[src/common/lc4_cfg.svh]
`ifndef LC4_CFG_SVH
`define LC4_CFG_SVH

`define LC4_RESET_PC   16'h8200        // first fetch after reset
`define LC4_WORD_W     16
`define LC4_REG_W      3

// major opcodes in insn[15:12]
`define LC4_OP_BR      4'b0000
`define LC4_OP_ARITH   4'b0001
`define LC4_OP_LOGIC   4'b0101
`define LC4_OP_LDR     4'b0110
`define LC4_OP_STR     4'b0111
`define LC4_OP_CONST   4'b1001
`define LC4_OP_JMP     4'b1100

// sub-ops in insn[5:3] for the register forms
`define LC4_OP_ADD     3'b000
`define LC4_OP_SUB     3'b010
`define LC4_OP_AND     3'b000
`define LC4_OP_OR      3'b010
`define LC4_OP_XOR     3'b011

`define LC4_STALL_NONE  2'd0
`define LC4_STALL_FLUSH 2'd2           // squashed by a redirect, also the reset state
`define LC4_STALL_LOAD  2'd3           // load-to-use bubble

`endif

[src/common/lc4_pkg.sv]
`include "lc4_cfg.svh"

package lc4_pkg;

  typedef struct packed {
    logic [3:0]            op;
    logic [`LC4_REG_W-1:0] rd;
    logic [`LC4_REG_W-1:0] rs;
    logic [2:0]            sub;
    logic [`LC4_REG_W-1:0] rt;
  } insn_rr_t;

  typedef struct packed {
    logic [3:0]            op;
    logic [`LC4_REG_W-1:0] rd;
    logic [`LC4_REG_W-1:0] rs;
    logic                  flag;   // set for the immediate variant
    logic [4:0]            imm5;
  } insn_ri_t;

  typedef struct packed {
    logic [3:0]            op;
    logic [`LC4_REG_W-1:0] rd;     // source register for STR
    logic [`LC4_REG_W-1:0] rs;
    logic [5:0]            imm6;
  } insn_mem_t;

  typedef struct packed {
    logic [3:0]            op;
    logic [`LC4_REG_W-1:0] rd;
    logic [8:0]            imm9;
  } insn_cst_t;

  typedef struct packed {
    logic [3:0] op;
    logic [2:0] nzp;
    logic [8:0] imm9;
  } insn_br_t;

  typedef struct packed {
    logic [3:0]  op;
    logic        flag;             // 1 selects the pc-relative JMP
    logic [10:0] imm11;
  } insn_jmp_t;

  // one instruction word, read through whichever layout the opcode calls for
  typedef union packed {
    insn_rr_t  rr;
    insn_ri_t  ri;
    insn_mem_t mem;
    insn_cst_t cst;
    insn_br_t  br;
    insn_jmp_t jmp;
  } insn_u;

  typedef struct packed {
    logic [`LC4_REG_W-1:0] rs_sel;
    logic                  rs_re;
    logic [`LC4_REG_W-1:0] rt_sel;
    logic                  rt_re;
    logic [`LC4_REG_W-1:0] wsel;
    logic                  regfile_we;
    logic                  nzp_we;
    logic                  is_load;
    logic                  is_store;
    logic                  is_branch;
    logic                  is_jump;
  } ctrl_t;

  typedef struct packed {
    logic [`LC4_WORD_W-1:0] pc;
    insn_u                  insn;
  } fd_t;

  typedef struct packed {
    logic [`LC4_WORD_W-1:0] pc;
    insn_u                  insn;
    ctrl_t                  ctrl;
    logic [`LC4_WORD_W-1:0] rs_data;
    logic [`LC4_WORD_W-1:0] rt_data;
    logic [1:0]             stall;
  } dx_t;

  typedef struct packed {
    logic [`LC4_WORD_W-1:0] pc;
    insn_u                  insn;
    ctrl_t                  ctrl;
    logic [`LC4_WORD_W-1:0] result;
    logic [`LC4_WORD_W-1:0] store_data;
    logic [2:0]             nzp;
    logic [1:0]             stall;
  } xm_t;

  typedef struct packed {
    logic                   we;
    logic [`LC4_REG_W-1:0]  wsel;
    logic [`LC4_WORD_W-1:0] data;
  } fwd_t;

  typedef struct packed {
    logic [`LC4_WORD_W-1:0] pc;
    logic [`LC4_WORD_W-1:0] insn;
    logic [1:0]             stall;
    logic                   regfile_we;
    logic [`LC4_REG_W-1:0]  wsel;
    logic [`LC4_WORD_W-1:0] wdata;
    logic                   nzp_we;
    logic [2:0]             nzp;
    logic                   dmem_we;
    logic [`LC4_WORD_W-1:0] dmem_addr;
    logic [`LC4_WORD_W-1:0] dmem_data;
  } trace_t;

  function automatic logic [2:0] nzp_of(input logic [`LC4_WORD_W-1:0] v);
    return {v[`LC4_WORD_W-1], v == '0, !v[`LC4_WORD_W-1] && v != '0};
  endfunction

endpackage

[src/decode/decode_stage.sv]
`timescale 1ns/1ps
`include "lc4_cfg.svh"

module decode_stage import lc4_pkg::*; (
  input  logic gwe,
  input  logic i_rst,
  input  fd_t  i_fd,
  input  fwd_t i_wr,
  input  logic i_redirect,
  output logic o_stall,
  output dx_t  o_dx
);

  ctrl_t                  ctrl;
  logic                   rr_ok;        // register-form sub-op is one we implement
  logic [`LC4_WORD_W-1:0] rs_data;
  logic [`LC4_WORD_W-1:0] rt_data;
  logic                   fd_bubble;    // fd holds a squashed slot
  dx_t                    dx_n;
  dx_t                    dx_q;

  regfile rf0 (
    .gwe       (gwe),
    .i_rst     (i_rst),
    .i_rs_sel  (ctrl.rs_sel),
    .i_rt_sel  (ctrl.rt_sel),
    .i_wr      (i_wr),
    .o_rs_data (rs_data),
    .o_rt_data (rt_data)
  );

  assign rr_ok = (i_fd.insn.rr.op == `LC4_OP_ARITH) ?
                 (i_fd.insn.rr.sub == `LC4_OP_ADD || i_fd.insn.rr.sub == `LC4_OP_SUB) :
                 (i_fd.insn.rr.sub == `LC4_OP_AND || i_fd.insn.rr.sub == `LC4_OP_OR ||
                  i_fd.insn.rr.sub == `LC4_OP_XOR);

  always_comb begin
    ctrl = '0;
    case (i_fd.insn.rr.op)
      `LC4_OP_ARITH, `LC4_OP_LOGIC: begin
        ctrl.rs_sel = i_fd.insn.rr.rs;
        ctrl.rt_sel = i_fd.insn.rr.rt;
        ctrl.wsel   = i_fd.insn.rr.rd;
        if (i_fd.insn.ri.flag || rr_ok) begin
          ctrl.rs_re      = 1'b1;
          ctrl.rt_re      = !i_fd.insn.ri.flag;   // imm5 replaces rt
          ctrl.regfile_we = 1'b1;
          ctrl.nzp_we     = 1'b1;
        end
      end
      `LC4_OP_LDR: begin
        ctrl.rs_sel     = i_fd.insn.mem.rs;
        ctrl.rs_re      = 1'b1;
        ctrl.wsel       = i_fd.insn.mem.rd;
        ctrl.regfile_we = 1'b1;
        ctrl.nzp_we     = 1'b1;
        ctrl.is_load    = 1'b1;
      end
      `LC4_OP_STR: begin
        ctrl.rs_sel   = i_fd.insn.mem.rs;
        ctrl.rs_re    = 1'b1;
        ctrl.rt_sel   = i_fd.insn.mem.rd;   // store data
        ctrl.rt_re    = 1'b1;
        ctrl.is_store = 1'b1;
      end
      `LC4_OP_CONST: begin
        ctrl.wsel       = i_fd.insn.cst.rd;
        ctrl.regfile_we = 1'b1;
        ctrl.nzp_we     = 1'b1;
      end
      `LC4_OP_BR:  ctrl.is_branch = |i_fd.insn.br.nzp;   // nzp=000 is a plain nop
      `LC4_OP_JMP: ctrl.is_jump   = i_fd.insn.jmp.flag;
      default: ;                                         // unsupported, retires as nop
    endcase
  end

  // load in execute feeding decode, a branch counts since the load sets nzp
  assign o_stall = !fd_bubble && dx_q.ctrl.is_load &&
                   ((ctrl.rs_re && ctrl.rs_sel == dx_q.ctrl.wsel) ||
                    (ctrl.rt_re && ctrl.rt_sel == dx_q.ctrl.wsel) ||
                    ctrl.is_branch);

  always_comb begin
    dx_n.pc      = i_fd.pc;
    dx_n.insn    = i_fd.insn;
    dx_n.ctrl    = ctrl;
    dx_n.rs_data = rs_data;
    dx_n.rt_data = rt_data;
    dx_n.stall   = `LC4_STALL_NONE;
    if (i_redirect || fd_bubble) begin
      dx_n.insn  = '0;
      dx_n.ctrl  = '0;
      dx_n.stall = `LC4_STALL_FLUSH;
    end else if (o_stall) begin
      dx_n.insn  = '0;
      dx_n.ctrl  = '0;
      dx_n.stall = `LC4_STALL_LOAD;
    end
  end

  always_ff @(posedge gwe) begin
    if (i_rst) begin
      fd_bubble  <= 1'b1;
      dx_q       <= '0;
      dx_q.stall <= `LC4_STALL_FLUSH;
    end else begin
      if (i_redirect) begin
        fd_bubble <= 1'b1;
      end else if (!o_stall) begin
        fd_bubble <= 1'b0;       // fd reloads with a fresh fetch
      end
      dx_q <= dx_n;
    end
  end

  assign o_dx = dx_q;

endmodule

[src/decode/regfile.sv]
`timescale 1ns/1ps
`include "lc4_cfg.svh"

module regfile import lc4_pkg::*; (
  input  logic                   gwe,
  input  logic                   i_rst,
  input  logic [`LC4_REG_W-1:0]  i_rs_sel,
  input  logic [`LC4_REG_W-1:0]  i_rt_sel,
  input  fwd_t                   i_wr,
  output logic [`LC4_WORD_W-1:0] o_rs_data,
  output logic [`LC4_WORD_W-1:0] o_rt_data
);

  logic [`LC4_WORD_W-1:0] regs [2**`LC4_REG_W];

  always_ff @(posedge gwe) begin
    if (i_rst) begin
      for (int i = 0; i < 2**`LC4_REG_W; i++) begin
        regs[i] <= '0;
      end
    end else if (i_wr.we) begin
      regs[i_wr.wsel] <= i_wr.data;
    end
  end

  // write-through, a read in the cycle of the write sees the new value
  assign o_rs_data = (i_wr.we && i_wr.wsel == i_rs_sel) ? i_wr.data : regs[i_rs_sel];
  assign o_rt_data = (i_wr.we && i_wr.wsel == i_rt_sel) ? i_wr.data : regs[i_rt_sel];

endmodule

[src/execute/execute_stage.sv]
`timescale 1ns/1ps
`include "lc4_cfg.svh"

module execute_stage import lc4_pkg::*; (
  input  logic                   gwe,
  input  logic                   i_rst,
  input  dx_t                    i_dx,
  input  fwd_t                   i_m_fwd,
  input  fwd_t                   i_w_fwd,
  input  logic [2:0]             i_nzp,
  output logic                   o_redirect,
  output logic [`LC4_WORD_W-1:0] o_target,
  output xm_t                    o_xm
);

  logic [`LC4_WORD_W-1:0] op_a;
  logic [`LC4_WORD_W-1:0] op_b;
  logic [`LC4_WORD_W-1:0] pc_inc;
  logic [`LC4_WORD_W-1:0] result;
  logic [2:0]             br_nzp;
  xm_t                    xm_q;

  // memory stage is younger than writeback so it goes first
  function automatic logic [`LC4_WORD_W-1:0] bypass(
    input logic [`LC4_REG_W-1:0]  sel,
    input logic [`LC4_WORD_W-1:0] reg_val,
    input fwd_t                   m,
    input fwd_t                   w
  );
    logic [`LC4_WORD_W-1:0] v;
    v = reg_val;
    if (m.we && m.wsel == sel) begin
      v = m.data;
    end else if (w.we && w.wsel == sel) begin
      v = w.data;
    end
    return v;
  endfunction

  assign op_a   = bypass(i_dx.ctrl.rs_sel, i_dx.rs_data, i_m_fwd, i_w_fwd);
  assign op_b   = bypass(i_dx.ctrl.rt_sel, i_dx.rt_data, i_m_fwd, i_w_fwd);
  assign pc_inc = i_dx.pc + 16'd1;

  always_comb begin
    result = op_a + op_b;
    case (i_dx.insn.rr.op)
      `LC4_OP_ARITH: begin
        if (i_dx.insn.ri.flag) begin
          result = op_a + {{11{i_dx.insn.ri.imm5[4]}}, i_dx.insn.ri.imm5};
        end else if (i_dx.insn.rr.sub == `LC4_OP_SUB) begin
          result = op_a - op_b;
        end
      end
      `LC4_OP_LOGIC: begin
        if (i_dx.insn.ri.flag) begin
          result = op_a & {{11{i_dx.insn.ri.imm5[4]}}, i_dx.insn.ri.imm5};
        end else if (i_dx.insn.rr.sub == `LC4_OP_OR) begin
          result = op_a | op_b;
        end else if (i_dx.insn.rr.sub == `LC4_OP_XOR) begin
          result = op_a ^ op_b;
        end else begin
          result = op_a & op_b;
        end
      end
      `LC4_OP_LDR, `LC4_OP_STR: result = op_a + {{10{i_dx.insn.mem.imm6[5]}}, i_dx.insn.mem.imm6};
      `LC4_OP_CONST: result = {{7{i_dx.insn.cst.imm9[8]}}, i_dx.insn.cst.imm9};
      `LC4_OP_BR:    result = pc_inc + {{7{i_dx.insn.br.imm9[8]}}, i_dx.insn.br.imm9};
      `LC4_OP_JMP:   result = pc_inc + {{5{i_dx.insn.jmp.imm11[10]}}, i_dx.insn.jmp.imm11};
      default: ;
    endcase
  end

  // every register writer in this subset also writes nzp, so the bypass
  // data gives the in-flight condition codes
  always_comb begin
    if (i_m_fwd.we) begin
      br_nzp = nzp_of(i_m_fwd.data);
    end else if (i_w_fwd.we) begin
      br_nzp = nzp_of(i_w_fwd.data);
    end else begin
      br_nzp = i_nzp;
    end
  end

  assign o_redirect = i_dx.ctrl.is_jump ||
                      (i_dx.ctrl.is_branch && |(i_dx.insn.br.nzp & br_nzp));
  assign o_target   = result;

  always_ff @(posedge gwe) begin
    if (i_rst) begin
      xm_q       <= '0;
      xm_q.stall <= `LC4_STALL_FLUSH;
    end else begin
      xm_q.pc         <= i_dx.pc;
      xm_q.insn       <= i_dx.insn;
      xm_q.ctrl       <= i_dx.ctrl;
      xm_q.result     <= result;
      xm_q.store_data <= op_b;              // bypassed rt
      xm_q.nzp        <= nzp_of(result);    // loads fix this up in writeback
      xm_q.stall      <= i_dx.stall;
    end
  end

  assign o_xm = xm_q;

  // decode must hand over bubbles with control cleared
  assert property (@(posedge gwe) disable iff (i_rst)
    (i_dx.stall != `LC4_STALL_NONE) |-> !o_redirect)
    else $error("redirect raised by a bubble");

endmodule

[src/logic/fetch_unit.sv]
`timescale 1ns/1ps
`include "lc4_cfg.svh"

module fetch_unit import lc4_pkg::*; (
  input  logic                   gwe,
  input  logic                   i_rst,
  input  logic                   i_stall,
  input  logic                   i_redirect,
  input  logic [`LC4_WORD_W-1:0] i_target,
  input  logic [`LC4_WORD_W-1:0] i_insn,
  output logic [`LC4_WORD_W-1:0] o_pc,
  output fd_t                    o_fd
);

  logic [`LC4_WORD_W-1:0] pc_q;
  logic [`LC4_WORD_W-1:0] pc_n;

  // redirect wins over a load stall
  always_comb begin
    if (i_redirect) begin
      pc_n = i_target;
    end else if (i_stall) begin
      pc_n = pc_q;
    end else begin
      pc_n = pc_q + 16'd1;
    end
  end

  always_ff @(posedge gwe) begin
    if (i_rst) begin
      pc_q <= `LC4_RESET_PC;
      o_fd <= '0;
    end else begin
      pc_q <= pc_n;
      if (i_redirect) begin
        o_fd.pc   <= pc_q;
        o_fd.insn <= '0;          // wrong-path fetch dropped
      end else if (!i_stall) begin
        o_fd.pc   <= pc_q;
        o_fd.insn <= i_insn;
      end
    end
  end

  assign o_pc = pc_q;

  // a load stall holds the pc for one cycle and then decode lets fetch move on
  assert property (@(posedge gwe) disable iff (i_rst)
    (i_stall && !i_redirect) |=> $stable(pc_q) && !i_stall)
    else $error("pc not held for exactly one load stall cycle");

endmodule

[src/logic/lc4_core.sv]
`timescale 1ns/1ps
`include "lc4_cfg.svh"

module lc4_core import lc4_pkg::*; (
  input  logic                   gwe,
  input  logic                   i_rst,
  output logic [`LC4_WORD_W-1:0] o_pc,
  input  logic [`LC4_WORD_W-1:0] i_insn,
  output logic [`LC4_WORD_W-1:0] o_dmem_addr,
  output logic                   o_dmem_we,
  output logic [`LC4_WORD_W-1:0] o_dmem_wdata,
  input  logic [`LC4_WORD_W-1:0] i_dmem_rdata,
  output trace_t                 o_trace
);

  fd_t                    fd;
  dx_t                    dx;
  xm_t                    xm;
  fwd_t                   m_fwd;
  fwd_t                   w_fwd;           // also the regfile write port
  logic                   stall;
  logic                   redirect;
  logic [`LC4_WORD_W-1:0] target;
  logic [2:0]             nzp;

  fetch_unit fetch0 (
    .gwe        (gwe),
    .i_rst      (i_rst),
    .i_stall    (stall),
    .i_redirect (redirect),
    .i_target   (target),
    .i_insn     (i_insn),
    .o_pc       (o_pc),
    .o_fd       (fd)
  );

  decode_stage decode0 (
    .gwe        (gwe),
    .i_rst      (i_rst),
    .i_fd       (fd),
    .i_wr       (w_fwd),
    .i_redirect (redirect),
    .o_stall    (stall),
    .o_dx       (dx)
  );

  execute_stage execute0 (
    .gwe        (gwe),
    .i_rst      (i_rst),
    .i_dx       (dx),
    .i_m_fwd    (m_fwd),
    .i_w_fwd    (w_fwd),
    .i_nzp      (nzp),
    .o_redirect (redirect),
    .o_target   (target),
    .o_xm       (xm)
  );

  mem_wb_stage mem_wb0 (
    .gwe          (gwe),
    .i_rst        (i_rst),
    .i_xm         (xm),
    .i_dmem_rdata (i_dmem_rdata),
    .o_dmem_addr  (o_dmem_addr),
    .o_dmem_wdata (o_dmem_wdata),
    .o_dmem_we    (o_dmem_we),
    .o_m_fwd      (m_fwd),
    .o_w_fwd      (w_fwd),
    .o_nzp        (nzp),
    .o_trace      (o_trace)
  );

endmodule

[src/logic/mem_wb_stage.sv]
`timescale 1ns/1ps
`include "lc4_cfg.svh"

module mem_wb_stage import lc4_pkg::*; (
  input  logic                   gwe,
  input  logic                   i_rst,
  input  xm_t                    i_xm,
  input  logic [`LC4_WORD_W-1:0] i_dmem_rdata,
  output logic [`LC4_WORD_W-1:0] o_dmem_addr,
  output logic [`LC4_WORD_W-1:0] o_dmem_wdata,
  output logic                   o_dmem_we,
  output fwd_t                   o_m_fwd,
  output fwd_t                   o_w_fwd,
  output logic [2:0]             o_nzp,
  output trace_t                 o_trace
);

  xm_t                    wb_q;
  logic [`LC4_WORD_W-1:0] rdata_q;     // load data from the memory cycle
  logic [`LC4_WORD_W-1:0] w_result;
  logic [2:0]             w_nzp;
  logic [2:0]             nzp_q;
  logic                   m_access;
  logic                   w_access;

  assign m_access     = i_xm.ctrl.is_load || i_xm.ctrl.is_store;
  assign o_dmem_addr  = m_access ? i_xm.result : '0;
  assign o_dmem_we    = i_xm.ctrl.is_store;
  assign o_dmem_wdata = i_xm.ctrl.is_store ? i_xm.store_data : '0;

  // load data arrives too late to bypass from here
  assign o_m_fwd.we   = i_xm.ctrl.regfile_we && !i_xm.ctrl.is_load;
  assign o_m_fwd.wsel = i_xm.ctrl.wsel;
  assign o_m_fwd.data = i_xm.result;

  always_ff @(posedge gwe) begin
    if (i_rst) begin
      wb_q       <= '0;
      wb_q.stall <= `LC4_STALL_FLUSH;
      nzp_q      <= 3'b000;
    end else begin
      wb_q <= i_xm;
      if (wb_q.ctrl.nzp_we) begin
        nzp_q <= w_nzp;
      end
    end
  end

  always_ff @(posedge gwe) begin
    rdata_q <= i_dmem_rdata;
  end

  assign w_result = wb_q.ctrl.is_load ? rdata_q : wb_q.result;
  assign w_nzp    = wb_q.ctrl.is_load ? nzp_of(w_result) : wb_q.nzp;
  assign w_access = wb_q.ctrl.is_load || wb_q.ctrl.is_store;

  assign o_w_fwd.we   = wb_q.ctrl.regfile_we;
  assign o_w_fwd.wsel = wb_q.ctrl.wsel;
  assign o_w_fwd.data = w_result;
  assign o_nzp        = nzp_q;

  assign o_trace.pc         = wb_q.pc;
  assign o_trace.insn       = wb_q.insn;
  assign o_trace.stall      = wb_q.stall;
  assign o_trace.regfile_we = wb_q.ctrl.regfile_we;
  assign o_trace.wsel       = wb_q.ctrl.wsel;
  assign o_trace.wdata      = wb_q.ctrl.regfile_we ? w_result : '0;
  assign o_trace.nzp_we     = wb_q.ctrl.nzp_we;
  assign o_trace.nzp        = wb_q.ctrl.nzp_we ? w_nzp : 3'b000;
  assign o_trace.dmem_we    = wb_q.ctrl.is_store;
  assign o_trace.dmem_addr  = w_access ? wb_q.result : '0;
  assign o_trace.dmem_data  = wb_q.ctrl.is_load  ? rdata_q :
                              wb_q.ctrl.is_store ? wb_q.store_data : '0;

  // a store leaving memory must not turn into a register write
  assert property (@(posedge gwe) disable iff (i_rst) o_dmem_we |=> !o_w_fwd.we)
    else $error("store wrote the register file");

endmodule

[config.mk]
export PLATFORM = sky130hd
export DESIGN_NAME = lc4_core
export DESIGN_NICKNAME = d
export VERILOG_FILES = /design/src/common/lc4_pkg.sv /design/src/decode/decode_stage.sv /design/src/decode/regfile.sv /design/src/execute/execute_stage.sv /design/src/logic/fetch_unit.sv /design/src/logic/lc4_core.sv /design/src/logic/mem_wb_stage.sv
export VERILOG_INCLUDE_DIRS = /design/src /design/src/common
export SDC_FILE = /design/constraint.sdc
export NUM_CORES = 1
export LEC_CHECK = 0
export ABC_AREA = 1
export ABC_CLOCK_PERIOD_IN_PS = 7300
export BUFFER_PORTS_ARGS = -buffer_cell sky130_fd_sc_hd__buf_2
export CAP_MARGIN = 20
export CORE_ASPECT_RATIO = 1.1
export CORE_MARGIN = 2
export CORE_UTILIZATION = 68
export CTS_BUF_LIST = sky130_fd_sc_hd__clkbuf_8
export DETAILED_ROUTE_END_ITERATION = 10
export PLACE_DENSITY = 0.88
export SYNTH_ARGS = -nofsm -noshare
export SYNTH_HDL_FRONTEND = slang
export SYNTH_HIERARCHICAL = 1
export SYNTH_SLANG_ARGS = --single-unit
[constraint.sdc]
create_clock -name gwe -period 7.3 [get_ports gwe]
set_input_delay 0.365 -clock gwe [delete_from_list [all_inputs] [get_ports gwe]]
set_output_delay 0.365 -clock gwe [all_outputs]
set_load 0.1 [all_outputs]
==> key figures <==
Status
  • Status: finished, final reports clean

Pwr
  • Worst VDD drop: 0.259 mV
  • Clk pwr share: 39.6%
  • Internal power: 3.98 mW
  • Comb pwr share: 14.6%
  • Static Leakage: 13.8 nW
  • Sequential Power Share: between 40% and 50%
  • NetSw: 1.64 mW
  • Pwr dens: between 200 and 250 mW/mm^2
  • Switching share of total power: between 20% and 30%

Global routing
  • Global-route wire length before repair: between 100000 and 150000 um
  • Initial antenna violation count: 0
  • Largest net degree at the start of global routing: between 70 and 80
  • Grt ovf: 0
  • Vias in the first global route: 23.9k
  • GRT Util Overall: 41.7%

STA
  • RSZ-0062 raised after global routing: no
  • Worst-Margin Slew: 1120 ps
  • Fmax: 196 MHz
  • Final setup TNS: 0 ps
  • Final worst path period need: 5100 ps
  • Worst clock skew: 39.8 ps
  • Hold Slack: approximately 170 ps
  • Crit share post-route: 69.8%
  • Final-report hold violation count: 0
  • Max-slew violation count: 0
  • Slew headroom: 25.4%
  • Endpoints failing setup: 0

Detailed routing
  • Via count: around 26k
  • DRC Markers: 0
  • Post-DRT Antenna Nets: 0
  • Initial DRC count: 3481
  • Drt first pass iters: 6
  • Wire length per cell: 18.8 um
  • Vias per cell: 5.79
  • Drt total wl: 83700 um

Placement
  • DP Wirelength: 57500 um
  • I/O Buffers: about 170
  • GPL Wtd Cong: 1.03

Cells and area
  • Layout Utilization: 74.9%
  • Area Growth Syn to Fin: 8.59%
  • FF+latch area: 0.00983 mm^2
  • Fillers: 2930
  • Layout cell share with drive strength beyond 1: between 10% and 20%
  • Area occupied by multi-input gates: 0.0122 mm^2
  • Final #Nets: between 4k and 5k
  • ANT cells: 0

Clock tree
  • Worst-Skew Late Latency: 650 ps
  • Cts bufs inserted: 70
  • CTS sink count: 427
  • Postcts setup bufs: 0
  • TritonCTS clock tree: built
  • Root Buffer: clkbuf_8
  • Reg clk slew, reported paths: approximately 60 ps
  • Clock Path Buffers: 3
  • CTS H-tree lvls: 3

Floorplan
  • Initial Utilization: 69.0%
  • Core Rows: 74
  • Chip Width: around 190 um
  • Die H: between 200 and 250 um
  • Die Area: approximately 0.04 mm^2
  • IO Pins: ~170
  • Area of the core: 0.0372 mm^2

Min path
  • Hold Crit Class: in -> reg
  • WHS Path Cells: 2

Setup path
  • CP endpoint kind: flop
  • Crit path kind: reg -> reg
  • R2R depth: 24
  • CP startpoint kind: flop
  • Critical Path RT: a little under 8000 ps
  • Crit path max fanout: 30
  • WP data arrival: roughly 5600 ps
  • Slack of the worst reg-to-reg path: roughly 2200 ps

Yosys
  • Syn nets: 3939
  • Mean Syn Cell Area: 6.73 um^2
  • Synthesized area: 0.0257 mm^2
  • Yosys warnings: 6
  • Mapped Cells: 3814

Run
  • Max cap viols: 0
cell usage in the layout, fill, tap and decap left out, drive strengths merged, types with 5 or more instances in the layout:
cell / instances
nand2: 1026
inv: 652
nor2: 591
nand3: 446
dfxtp: 299
buf: 193
edfxtp: 128
a21oi: 122
o21ai: 114
ha: 88
clkbuf: 87
nand4: 36
dlygate4sd3: 32
xor2: 25
clkinv: 16
o211ai: 15
nor3: 14
a31oi: 12
or2: 11
o21bai: 10
nand3b: 5
nor4: 5
routing by layer:
layer	routed length [um]	vias up	global-route usage [%]
met5	0	-	0
met3	11200	325	11.1
met4	4770	0	23.7
met2	36000	1896	62.8
li1	-	11998	-
met1	31700	11569	54.4
area by class of cell:
cell class | count | area share, %
Timing Repair Buffer | 225 | 4.82
Clock buffer | 87 | 4.30
Multi-Input combinational cell | 2548 | 43.7
Sequential cell | 427 | 35.3
Clock inverter | 41 | 1.13
Tap cell | 494 | 2.22
Inverter | 633 | 8.62
critical path, stage by stage, from the launching register on:
cell,delay (ps)
dfxtp_1,330
nor2_1,250
o21ai_0,160
nor2_1,150
nand2_1,530
o21ai_0,830
inv_1,210
ha_1,360
nand2_1,60
nor2_1,220
nand3_1,130
nand3_1,110
nand2_1,80
a31oi_1,270
nand3_1,190
nand3_1,100
nand2_1,50
nor2_1,150
nor2_1,60
nand2_1,70
nand3_1,230
nand2_1,180
o21ai_0,90
inv_1,70
a21oi_1,60
sequential cells by signal, summed over array words and instances (netlist names):
| register | cells |
|---|---|
| mem_wb0/rdata_q | 16 |
| decode0/fd_bubble | 1 |
| fetch0/o_fd | 32 |
| mem_wb0/o_nzp | 3 |
| mem_wb0/o_trace | 40 |
| execute0/o_xm | 75 |
| fetch0/o_pc | 16 |
| decode0/o_dx | 80 |
| mem_wb0/wb_q | 36 |
| decode0/rf0/regs | 128 |
power by group through the flow:
stage / registers, mW / logic [mW] / clock network (mW)
finish: 2.58 / 0.819 / 2.23
global route: 2.58 / 0.885 / 2.34
CTS: 2.57 / 0.781 / 2.24
detailed placement: 2.62 / 0.760 / 0
global placement: 2.62 / 0.758 / 0
floorplan: 2.61 / 0.557 / 0
metrics by stage:
step | cells | instance area, um^2 | power (mW) | setup WS [ps]
after floorplan | 3814 | 25700 | 3.16 | 3500
after global placement | 4295 | 26000 | 3.38 | 2620
after detailed placement | 4295 | 26000 | 3.38 | 2520
after CTS | 4455 | 27900 | 5.59 | 2460
after global routing | 4455 | 27900 | 5.80 | 1560
final | 4455 | 27900 | 5.62 | 2200
path summary, 6_finish.rpt:
check	end	start
min reg2reg	mem_wb0/o_trace[82]	execute0/o_xm[77]
max	fetch0/o_pc[13]	execute0/o_xm[40]
max reg2reg	fetch0/o_pc[13]	execute0/o_xm[40]
min	execute0/o_xm[65]	i_rst
repair_timing:
action                     CTS  global route
setup endpoints to repair    0             0
gates resized for setup      0             0
hold endpoints to repair    32             0
hold buffers                32             0
Power figures use the tool's default switching activity.
